### src/rrag_macros.svh
`ifndef RRAG_MACROS_SVH
`define RRAG_MACROS_SVH

// general register width.
`define RRAG_DATA_W 32

// segment selector width.
`define RRAG_SEG_W 16

// instance tag, wraps at 128.
`define RRAG_TAG_W 7

`define RRAG_NUM_REGS 8 // per file, gpr and segment alike.

`define RRAG_IDX_W 3

`endif

### src/rrag_data_pkg.sv
`include "rrag_macros.svh"

package rrag_data_pkg;

    // full dword register value.
    typedef logic [`RRAG_DATA_W-1:0] data_t;

    typedef logic [`RRAG_DATA_W-1:0] addr_t; // linear address.

    // segment selector, shifted left 16 to form the segment base.
    typedef logic [`RRAG_SEG_W-1:0] seg_t;

    typedef logic [`RRAG_TAG_W-1:0] tag_t; // owner of a pending mark.

endpackage

### src/rrag_uop_pkg.sv
`include "rrag_macros.svh"

package rrag_uop_pkg;

    // index into either register file.
    typedef logic [`RRAG_IDX_W-1:0] reg_idx_t;

    // 0 byte, 1 word, 2 dword, 3 read as dword.
    typedef logic [1:0] opsize_t;

    typedef logic [1:0] scale_t; // index shift amount.

    // any nonzero value means the memory operand is used.
    typedef logic [1:0] mem_rw_t;

    // one bit per register written by the micro-op.
    typedef logic [`RRAG_NUM_REGS-1:0] reg_mask_t;

endpackage

### src/rrag_ctrl.sv
`timescale 1ns/100ps

module rrag_ctrl (
    input  logic                   clk,
    input  logic                   reset,
    input  logic                   valid_in,
    input  logic                   latch_empty,
    input  logic                   fwd_stall,
    input  rrag_uop_pkg::mem_rw_t  mem1_rw,
    input  rrag_uop_pkg::mem_rw_t  mem2_rw,
    input  logic                   usereg2,
    input  logic                   usereg3,
    input  logic                   pend_r2,
    input  logic                   pend_r3,
    input  logic                   pend_r4,
    input  logic                   pend_s1,
    input  logic                   pend_s2,
    output logic                   valid_out,
    output logic                   stall,
    output rrag_data_pkg::tag_t    inst_tag
);

    logic mem1_use;
    logic mem2_use;
    logic mem1_stall;
    logic mem2_stall;

    assign mem1_use = |mem1_rw;
    assign mem2_use = |mem2_rw;

    // base/index registers only matter when the micro-op names them.
    assign mem1_stall = mem1_use && ((usereg2 && pend_r2) || (usereg3 && pend_r3) || pend_s1);
    assign mem2_stall = mem2_use && (pend_r4 || pend_s2);

    assign stall     = fwd_stall || mem1_stall || mem2_stall;
    assign valid_out = valid_in && !latch_empty && !stall;

    always_ff @(posedge clk) begin
        if (reset) begin
            inst_tag <= '0;
        end else if (valid_out) begin
            inst_tag <= inst_tag + rrag_data_pkg::tag_t'(1); // wraps at 128.
        end
    end

endmodule

### src/gpr_file.sv
`timescale 1ns/100ps
`include "rrag_macros.svh"

module gpr_file (
    input  logic                     clk,
    input  logic                     reset,
    input  logic                     ptc_clear,
    input  rrag_uop_pkg::reg_idx_t   rd_addr1,
    input  rrag_uop_pkg::reg_idx_t   rd_addr2,
    input  rrag_uop_pkg::reg_idx_t   rd_addr3,
    input  rrag_uop_pkg::reg_idx_t   rd_addr4,
    input  rrag_uop_pkg::opsize_t    rd_size,
    output rrag_data_pkg::data_t     rd_data1,
    output rrag_data_pkg::data_t     rd_data2,
    output rrag_data_pkg::data_t     rd_data3,
    output rrag_data_pkg::data_t     rd_data4,
    output rrag_data_pkg::data_t     rd_full2,
    output rrag_data_pkg::data_t     rd_full3,
    output rrag_data_pkg::data_t     rd_full4,
    output logic                     pend2,
    output logic                     pend3,
    output logic                     pend4,
    input  logic                     alloc,
    input  rrag_uop_pkg::reg_mask_t  alloc_mask,
    input  rrag_data_pkg::tag_t      alloc_tag,
    input  logic                     wb_ld1,
    input  logic                     wb_ld2,
    input  rrag_uop_pkg::reg_idx_t   wb_addr1,
    input  rrag_uop_pkg::reg_idx_t   wb_addr2,
    input  rrag_data_pkg::data_t     wb_data1,
    input  rrag_data_pkg::data_t     wb_data2,
    input  rrag_uop_pkg::opsize_t    wb_size,
    input  rrag_data_pkg::tag_t      wb_tag
);

    rrag_data_pkg::data_t      regs [`RRAG_NUM_REGS];
    rrag_data_pkg::tag_t       owner [`RRAG_NUM_REGS];
    logic [`RRAG_NUM_REGS-1:0] pending;
    logic [`RRAG_NUM_REGS-1:0] wb_hit;

    // low byte or word, zero extended.
    function automatic rrag_data_pkg::data_t sized_read(input rrag_data_pkg::data_t value,
                                                       input rrag_uop_pkg::opsize_t size);
        case (size)
            2'd0:    sized_read = rrag_data_pkg::data_t'(value[7:0]);
            2'd1:    sized_read = rrag_data_pkg::data_t'(value[15:0]);
            default: sized_read = value;
        endcase
    endfunction

    function automatic rrag_data_pkg::data_t sized_merge(input rrag_data_pkg::data_t old_value,
                                                        input rrag_data_pkg::data_t new_value,
                                                        input rrag_uop_pkg::opsize_t size);
        case (size)
            2'd0:    sized_merge = {old_value[`RRAG_DATA_W-1:8], new_value[7:0]};
            2'd1:    sized_merge = {old_value[`RRAG_DATA_W-1:16], new_value[15:0]};
            default: sized_merge = new_value;
        endcase
    endfunction

    always_comb begin
        for (int i = 0; i < `RRAG_NUM_REGS; i++) begin
            wb_hit[i] = (wb_ld1 && wb_addr1 == rrag_uop_pkg::reg_idx_t'(i)) ||
                        (wb_ld2 && wb_addr2 == rrag_uop_pkg::reg_idx_t'(i));
        end
    end

    always_ff @(posedge clk) begin
        if (reset) begin
            for (int i = 0; i < `RRAG_NUM_REGS; i++) begin
                regs[i] <= '0;
            end
        end else begin
            if (wb_ld1) begin
                regs[wb_addr1] <= sized_merge(regs[wb_addr1], wb_data1, wb_size);
            end
            if (wb_ld2) begin // port 2 lands last on a shared address.
                regs[wb_addr2] <= sized_merge(regs[wb_addr2], wb_data2, wb_size);
            end
        end
    end

    always_ff @(posedge clk) begin
        if (reset) begin
            pending <= '0;
        end else begin
            for (int i = 0; i < `RRAG_NUM_REGS; i++) begin
                if (alloc && alloc_mask[i]) begin
                    pending[i] <= 1'b1; // new owner beats a clear on the same edge.
                end else if (ptc_clear || (wb_hit[i] && owner[i] == wb_tag)) begin
                    pending[i] <= 1'b0;
                end
            end
        end
    end

    always_ff @(posedge clk) begin
        for (int i = 0; i < `RRAG_NUM_REGS; i++) begin
            if (alloc && alloc_mask[i]) begin
                owner[i] <= alloc_tag;
            end
        end
    end

    assign rd_data1 = sized_read(regs[rd_addr1], rd_size);
    assign rd_data2 = sized_read(regs[rd_addr2], rd_size);
    assign rd_data3 = sized_read(regs[rd_addr3], rd_size);
    assign rd_data4 = sized_read(regs[rd_addr4], rd_size);

    // address path wants the whole register.
    assign rd_full2 = regs[rd_addr2];
    assign rd_full3 = regs[rd_addr3];
    assign rd_full4 = regs[rd_addr4];

    assign pend2 = pending[rd_addr2];
    assign pend3 = pending[rd_addr3];
    assign pend4 = pending[rd_addr4];

endmodule

### src/seg_file.sv
`timescale 1ns/100ps
`include "rrag_macros.svh"

module seg_file (
    input  logic                     clk,
    input  logic                     reset,
    input  logic                     ptc_clear,
    input  rrag_uop_pkg::reg_idx_t   rd_addr1,
    input  rrag_uop_pkg::reg_idx_t   rd_addr2,
    output rrag_data_pkg::seg_t      rd_sel1,
    output rrag_data_pkg::seg_t      rd_sel2,
    output logic                     pend1,
    output logic                     pend2,
    input  logic                     alloc,
    input  rrag_uop_pkg::reg_mask_t  alloc_mask,
    input  rrag_data_pkg::tag_t      alloc_tag,
    input  logic                     wb_ld,
    input  rrag_uop_pkg::reg_idx_t   wb_addr,
    input  rrag_data_pkg::seg_t      wb_sel,
    input  rrag_data_pkg::tag_t      wb_tag
);

    rrag_data_pkg::seg_t       sels [`RRAG_NUM_REGS];
    rrag_data_pkg::tag_t       owner [`RRAG_NUM_REGS];
    logic [`RRAG_NUM_REGS-1:0] pending;

    always_ff @(posedge clk) begin
        if (reset) begin
            for (int i = 0; i < `RRAG_NUM_REGS; i++) begin
                sels[i] <= '0;
            end
        end else if (wb_ld) begin
            sels[wb_addr] <= wb_sel;
        end
    end

    // same scoreboard rules as the gpr side.
    always_ff @(posedge clk) begin
        if (reset) begin
            pending <= '0;
        end else begin
            for (int i = 0; i < `RRAG_NUM_REGS; i++) begin
                if (alloc && alloc_mask[i]) begin
                    pending[i] <= 1'b1;
                end else if (ptc_clear ||
                             (wb_ld && wb_addr == rrag_uop_pkg::reg_idx_t'(i) &&
                              owner[i] == wb_tag)) begin
                    pending[i] <= 1'b0;
                end
            end
        end
    end

    always_ff @(posedge clk) begin
        for (int i = 0; i < `RRAG_NUM_REGS; i++) begin
            if (alloc && alloc_mask[i]) begin
                owner[i] <= alloc_tag;
            end
        end
    end

    assign rd_sel1 = sels[rd_addr1];
    assign rd_sel2 = sels[rd_addr2];
    assign pend1   = pending[rd_addr1];
    assign pend2   = pending[rd_addr2];

endmodule

### src/agu.sv
`timescale 1ns/100ps

module agu (
    input  rrag_data_pkg::data_t    base,
    input  rrag_data_pkg::data_t    index,
    input  rrag_data_pkg::data_t    second,
    input  rrag_data_pkg::seg_t     seg1,
    input  rrag_data_pkg::seg_t     seg2,
    input  rrag_data_pkg::addr_t    disp,
    input  rrag_uop_pkg::scale_t    scale,
    input  logic                    usereg2,
    input  logic                    usereg3,
    input  logic                    addressingmode, // 1 for 32-bit addressing.
    input  logic                    is_rep,
    input  rrag_uop_pkg::opsize_t   opsize,
    output rrag_data_pkg::addr_t    mem_addr1,
    output rrag_data_pkg::addr_t    mem_addr2,
    output rrag_data_pkg::addr_t    mem_addr1_end,
    output rrag_data_pkg::addr_t    mem_addr2_end,
    output rrag_data_pkg::addr_t    rep_num
);

    rrag_data_pkg::addr_t base_a;
    rrag_data_pkg::addr_t index_a;
    rrag_data_pkg::addr_t second_a;
    rrag_data_pkg::addr_t offset;
    rrag_data_pkg::addr_t size_m1;

    // 16-bit mode only sees the low word of each register.
    assign base_a   = addressingmode ? base   : rrag_data_pkg::addr_t'(base[15:0]);
    assign index_a  = addressingmode ? index  : rrag_data_pkg::addr_t'(index[15:0]);
    assign second_a = addressingmode ? second : rrag_data_pkg::addr_t'(second[15:0]);

    always_comb begin
        if (usereg3) begin
            offset = (usereg2 ? base_a : '0) + (index_a << scale);
        end else begin
            offset = base_a;
        end
    end

    assign mem_addr1 = offset + disp + {seg1, 16'h0000};
    assign mem_addr2 = second_a + {seg2, 16'h0000};

    always_comb begin
        case (opsize)
            2'd0:    size_m1 = 32'd0;
            2'd1:    size_m1 = 32'd1;
            default: size_m1 = 32'd3; // dword, also for size 3.
        endcase
    end

    assign mem_addr1_end = mem_addr1 + size_m1;
    assign mem_addr2_end = mem_addr2 + size_m1;

    assign rep_num = is_rep ? second : '0; // count register, unsized.

endmodule

### src/rrag_top.sv
`timescale 1ns/100ps

module rrag_top (
    input  logic                     clk,
    input  logic                     reset,
    input  logic                     valid_in,
    input  logic                     latch_empty,
    input  logic                     fwd_stall,
    input  logic                     ptc_clear,
    input  rrag_uop_pkg::reg_idx_t   reg_addr1,
    input  rrag_uop_pkg::reg_idx_t   reg_addr2,
    input  rrag_uop_pkg::reg_idx_t   reg_addr3,
    input  rrag_uop_pkg::reg_idx_t   reg_addr4,
    input  rrag_uop_pkg::reg_idx_t   seg_addr1,
    input  rrag_uop_pkg::reg_idx_t   seg_addr2,
    input  rrag_uop_pkg::opsize_t    opsize,
    input  logic                     addressingmode,
    input  logic                     usereg2,
    input  logic                     usereg3,
    input  rrag_uop_pkg::scale_t     reg3_scale,
    input  rrag_data_pkg::addr_t     disp,
    input  rrag_uop_pkg::mem_rw_t    mem1_rw,
    input  rrag_uop_pkg::mem_rw_t    mem2_rw,
    input  logic                     is_rep,
    input  rrag_uop_pkg::reg_mask_t  dest_gpr,
    input  rrag_uop_pkg::reg_mask_t  dest_seg,
    input  logic                     wb_ld1,
    input  logic                     wb_ld2,
    input  rrag_uop_pkg::reg_idx_t   wb_addr1,
    input  rrag_uop_pkg::reg_idx_t   wb_addr2,
    input  rrag_data_pkg::data_t     wb_data1,
    input  rrag_data_pkg::data_t     wb_data2,
    input  rrag_uop_pkg::opsize_t    wb_opsize,
    input  rrag_data_pkg::tag_t      wb_tag,
    input  logic                     wb_seg_ld,
    input  rrag_uop_pkg::reg_idx_t   wb_seg_addr,
    input  rrag_data_pkg::seg_t      wb_seg_data,
    output logic                     valid_out,
    output logic                     stall,
    output rrag_data_pkg::tag_t      inst_tag,
    output rrag_data_pkg::data_t     reg1,
    output rrag_data_pkg::data_t     reg2,
    output rrag_data_pkg::data_t     reg3,
    output rrag_data_pkg::data_t     reg4,
    output rrag_data_pkg::seg_t      seg1,
    output rrag_data_pkg::seg_t      seg2,
    output rrag_data_pkg::addr_t     mem_addr1,
    output rrag_data_pkg::addr_t     mem_addr2,
    output rrag_data_pkg::addr_t     mem_addr1_end,
    output rrag_data_pkg::addr_t     mem_addr2_end,
    output rrag_data_pkg::addr_t     rep_num
);

    rrag_data_pkg::data_t full2;
    rrag_data_pkg::data_t full3;
    rrag_data_pkg::data_t full4;
    logic pend_r2;
    logic pend_r3;
    logic pend_r4;
    logic pend_s1;
    logic pend_s2;

    rrag_ctrl ctrl_i (
        .clk(clk), .reset(reset), .valid_in(valid_in), .latch_empty(latch_empty),
        .fwd_stall(fwd_stall), .mem1_rw(mem1_rw), .mem2_rw(mem2_rw),
        .usereg2(usereg2), .usereg3(usereg3), .pend_r2(pend_r2), .pend_r3(pend_r3),
        .pend_r4(pend_r4), .pend_s1(pend_s1), .pend_s2(pend_s2),
        .valid_out(valid_out), .stall(stall), .inst_tag(inst_tag)
    );

    // an advancing micro-op claims its destinations in both files.
    gpr_file gpr_i (
        .clk(clk), .reset(reset), .ptc_clear(ptc_clear),
        .rd_addr1(reg_addr1), .rd_addr2(reg_addr2), .rd_addr3(reg_addr3),
        .rd_addr4(reg_addr4), .rd_size(opsize),
        .rd_data1(reg1), .rd_data2(reg2), .rd_data3(reg3), .rd_data4(reg4),
        .rd_full2(full2), .rd_full3(full3), .rd_full4(full4),
        .pend2(pend_r2), .pend3(pend_r3), .pend4(pend_r4),
        .alloc(valid_out), .alloc_mask(dest_gpr), .alloc_tag(inst_tag),
        .wb_ld1(wb_ld1), .wb_ld2(wb_ld2), .wb_addr1(wb_addr1), .wb_addr2(wb_addr2),
        .wb_data1(wb_data1), .wb_data2(wb_data2), .wb_size(wb_opsize), .wb_tag(wb_tag)
    );

    seg_file seg_i (
        .clk(clk), .reset(reset), .ptc_clear(ptc_clear),
        .rd_addr1(seg_addr1), .rd_addr2(seg_addr2), .rd_sel1(seg1), .rd_sel2(seg2),
        .pend1(pend_s1), .pend2(pend_s2),
        .alloc(valid_out), .alloc_mask(dest_seg), .alloc_tag(inst_tag),
        .wb_ld(wb_seg_ld), .wb_addr(wb_seg_addr), .wb_sel(wb_seg_data), .wb_tag(wb_tag)
    );

    agu agu_i (
        .base(full2), .index(full3), .second(full4), .seg1(seg1), .seg2(seg2),
        .disp(disp), .scale(reg3_scale), .usereg2(usereg2), .usereg3(usereg3),
        .addressingmode(addressingmode), .is_rep(is_rep), .opsize(opsize),
        .mem_addr1(mem_addr1), .mem_addr2(mem_addr2), .mem_addr1_end(mem_addr1_end),
        .mem_addr2_end(mem_addr2_end), .rep_num(rep_num)
    );

endmodule

### config.mk
export PLATFORM = sky130hd
export DESIGN_NAME = rrag_top
export DESIGN_NICKNAME = d
export VERILOG_FILES = /design/src/rrag_data_pkg.sv /design/src/rrag_uop_pkg.sv /design/src/rrag_ctrl.sv /design/src/gpr_file.sv /design/src/seg_file.sv /design/src/agu.sv /design/src/rrag_top.sv
export VERILOG_INCLUDE_DIRS = /design/src /design/src/src
export SDC_FILE = /design/constraint.sdc
export NUM_CORES = 1
export LEC_CHECK = 0
export ABC_CLOCK_PERIOD_IN_PS = 8400
export BUFFER_PORTS_ARGS = -buffer_cell sky130_fd_sc_hd__buf_4
export CAP_MARGIN = 20
export CORE_UTILIZATION = 40
export CTS_CLUSTER_DIAMETER = 150
export DETAILED_ROUTE_END_ITERATION = 7
export MAX_ROUTING_LAYER = met4
export PLACE_DENSITY = 0.68
export SLEW_MARGIN = 25
export SYNTH_ARGS = -nofsm -noshare
export SYNTH_HDL_FRONTEND = slang
export SYNTH_HIERARCHICAL = 1
export SYNTH_SLANG_ARGS = --single-unit
### constraint.sdc
create_clock -name clk -period 8.4 [get_ports clk]
set_input_delay 0.84 -clock clk [delete_from_list [all_inputs] [get_ports clk]]
set_output_delay 0.84 -clock clk [all_outputs]
set_load 0.03 [all_outputs]
==> flow_summary.ini <==
[clock_network]
clk_pin_slew_worst_paths_ns = 0.07
clk_latency_ns = 0.65
cts_buffers = 52
cts_root_buf = clkbuf_16
cts_buffer_depth = 3
cts_tree = built
cts_hold_repair.buffers = 0
numClockSinks = 519
htreeDepth = 2

[global_route]
overflow = 0
grt_max_degree = 102
grt_pass1_vias = 31400
grt_usage = 0.312
grt_pass1_wl_um = 226000
antenna_found_initial = 19

[pwr]
power_density_mw_per_mm2 = 244
ir_drop_v = 0.000326
design_power_total_w = 0.0120
p_leak_nw = 18.5

[synth]
synth_nets = 3729
synthCells = 3427
syn_area_mm2 = 0.0405
synthArstFlopShare = 0
ys_ff_latch = 519
ys_types = 98
synth_edf_count = 496
synth-warning-count = 6
ys_seq_area_frac = 0.379
ys.flop_type = edfxtp_1
synth.avg_cell_area_um2 = 11.8

[place]
gp_congestion = 0.958
dpl-instance-area_mm2 = 0.0466
post-dp-hpwl_um = 119000
pre_cts_slack_ns = -0.245
numPortBuffers = 513

[hold_path]
whs_endpoint = seg_i/pending[2]
min_path_cells = 2
holdCritPathClass = in2reg
worstHoldStart = dest_seg[2]

[floorplanning]
rows = 116
start_util = 0.404
die_w_um = 320
core_area_mm2 = 0.100
io_pins = 514
die_h_um = 320
dieArea_mm2 = 0.102

[sta]
setup_violations = 0
rsz0062_at_grt = yes
worstMarginPinSlew_ns = 1.11
fin_crit_sh = 0.995
drv_slew = 0
post-route-min-period_ns = 8.36
max_freq_mhz = 120
setup_ws_ns = 0.0383
slew_headroom = 0.262
skew_ns = 0.00795
hold_viol = 0
setup_tns_ns = 0

[setup_path]
cp.arrival_ns = 7.52
max_stage_delay_ns = 0.53
crit_required_ns = 7.56
cp_common_cell = o211ai_1
cp_max_fo = 4
critPathCaptureType = output port
reg2reg_from = gpr_i/pending[7]
cp-start-kind = flop
slowest_stage = fa_1
r2r-end = seg_i/pending[5]
r2r_slack_ns = 4.74
critPathKind = reg2out
rr_worst_depth = 8

[flow_run]
maxCapViolations = 0

[route]
num_vias = 33300
firstDrtPassIters = 6
routed_via_density = 6.29
routed_wl_um = 160000
drtIter0Drc = 4045
ant_nets = 0
wl_per_cell_um = 30.2
drc = 0

[outcome]
outcome = finished, final reports clean

[layout]
drive_above_1_share = 0.386
layout_common_cells = buf_4, edfxtp_1, mux4_2, and2_1, nor2_1
final_util = 0.491
layout_commonest_cell = buf_4
area_delta_synth_final_pct = 21.4
nets = 4231
fin_area_mm2 = 0.0491
[state kept, by name (all words and copies together), names as in the netlist]
| signal | cells |
|---|---|
| gpr_i/pending | 8 |
| gpr_i/regs | 256 |
| seg_i/owner | 56 |
| ctrl_i/inst_tag | 7 |
| seg_i/pending | 8 |
| gpr_i/owner | 56 |
| seg_i/sels | 128 |
[report_power, final]
group          switching [W]  internal, W
clock network        0.00108      0.00132
registers           0.000174      0.00300
logic                0.00374      0.00267
[logic make-up after synthesis]
| logic type | count (synthesis) | share of synthesized area |
|---|---|---|
| adder cells (fa/ha/maj) | 117 | 0.0399 |
| XOR/XNOR | 239 | 0.0523 |
| buffers and inverters | 477 | 0.0522 |
| AO/OA/AOI/OAI | 568 | 0.102 |
| AND/OR/NAND/NOR | 967 | 0.130 |
| flip-flops | 519 | 0.379 |
| multiplexers | 540 | 0.244 |
[how the worst max path moves through the flow]
stage                startpoint           endpoint  cells past startpoint
2_1_floorplan      reg_addr3[0]  mem_addr1_end[29]                     30
3_3_place_gp       reg_addr3[0]  mem_addr1_end[31]                     33
3_5_place_dp       reg_addr3[0]  mem_addr1_end[31]                     33
4_1_cts        gpr_i/regs[7][2]  mem_addr1_end[31]                     31
5_1_grt        gpr_i/regs[3][2]  mem_addr1_end[29]                     32
6_report       gpr_i/regs[7][2]  mem_addr1_end[30]                     31
[critical path, delay by kind of cell (launching register included)]
family / cells / cell delay, ns
adder cells (fa/ha/maj): 3 / 1.06
multiplexers: 2 / 0.79
flip-flops: 1 / 0.51
AND/OR/NAND/NOR: 6 / 1.10
AO/OA/AOI/OAI: 13 / 2.50
buffers and inverters: 5 / 0.60
XOR/XNOR: 2 / 0.28
[cell usage after synthesis, drive strengths merged, types with 20 or more instances]
cell,n,share of area
edfxtp,496,0.37
nand3,43,0.0053
a32oi,25,0.0054
nor3,44,0.0068
clkbuf,192,0.018
xor2,79,0.017
ha,97,0.030
nor4,25,0.0058
inv,118,0.011
o21ai,51,0.0064
mux2,157,0.044
a21oi,129,0.016
mux2i,43,0.011
nor2,203,0.019
and3,42,0.0065
a21o,30,0.0056
nand2b,25,0.0039
a211oi,32,0.0072
a22o,104,0.023
a22oi,95,0.018
buf,166,0.023
and2,254,0.039
nand2,149,0.014
xnor2,160,0.035
mux4,340,0.19
fa,20,0.0099
nor2b,58,0.0092
dfxtp,23,0.011
nand4,83,0.013
[timing repair]
action	CTS	global route
gates resized for setup	45	64
hold endpoints to repair	0	0
pin swaps	33	49
endpoints found under the setup margin	10	13
cloned	2	0
buffers inserted	7	12
[metrics by stage]
step	hold WS (ns)	cells
2_1_floorplan	0.480	3427
3_3_place_gp	0.505	5153
3_5_place_dp	0.513	5154
4_1_cts	0.406	5259
5_1_grt	0.411	5288
6_report	0.414	5289
[area by class of cell]
| class | instances | area (um^2) |
|---|---|---|
| antenna | 20 | 50.0 |
| clock buffer | 65 | 1390 |
| clock inverter | 31 | 334 |
| fill | 8862 | 51000 |
| inverter | 119 | 447 |
| multi-input combinational | 2431 | 23700 |
| sequential | 519 | 15400 |
| tap | 1298 | 1620 |
| timing repair buffer | 806 | 6230 |
[layer usage]
layer	up-vias	wire length [um]	track usage
met1	16500	58200	0.385
li1	14100	-	-
met5	-	0	-
met2	2286	72000	0.467
met3	338	20500	0.0893
met4	0	9030	0.161
No activity file was read; power rests on OpenSTA's default activity.
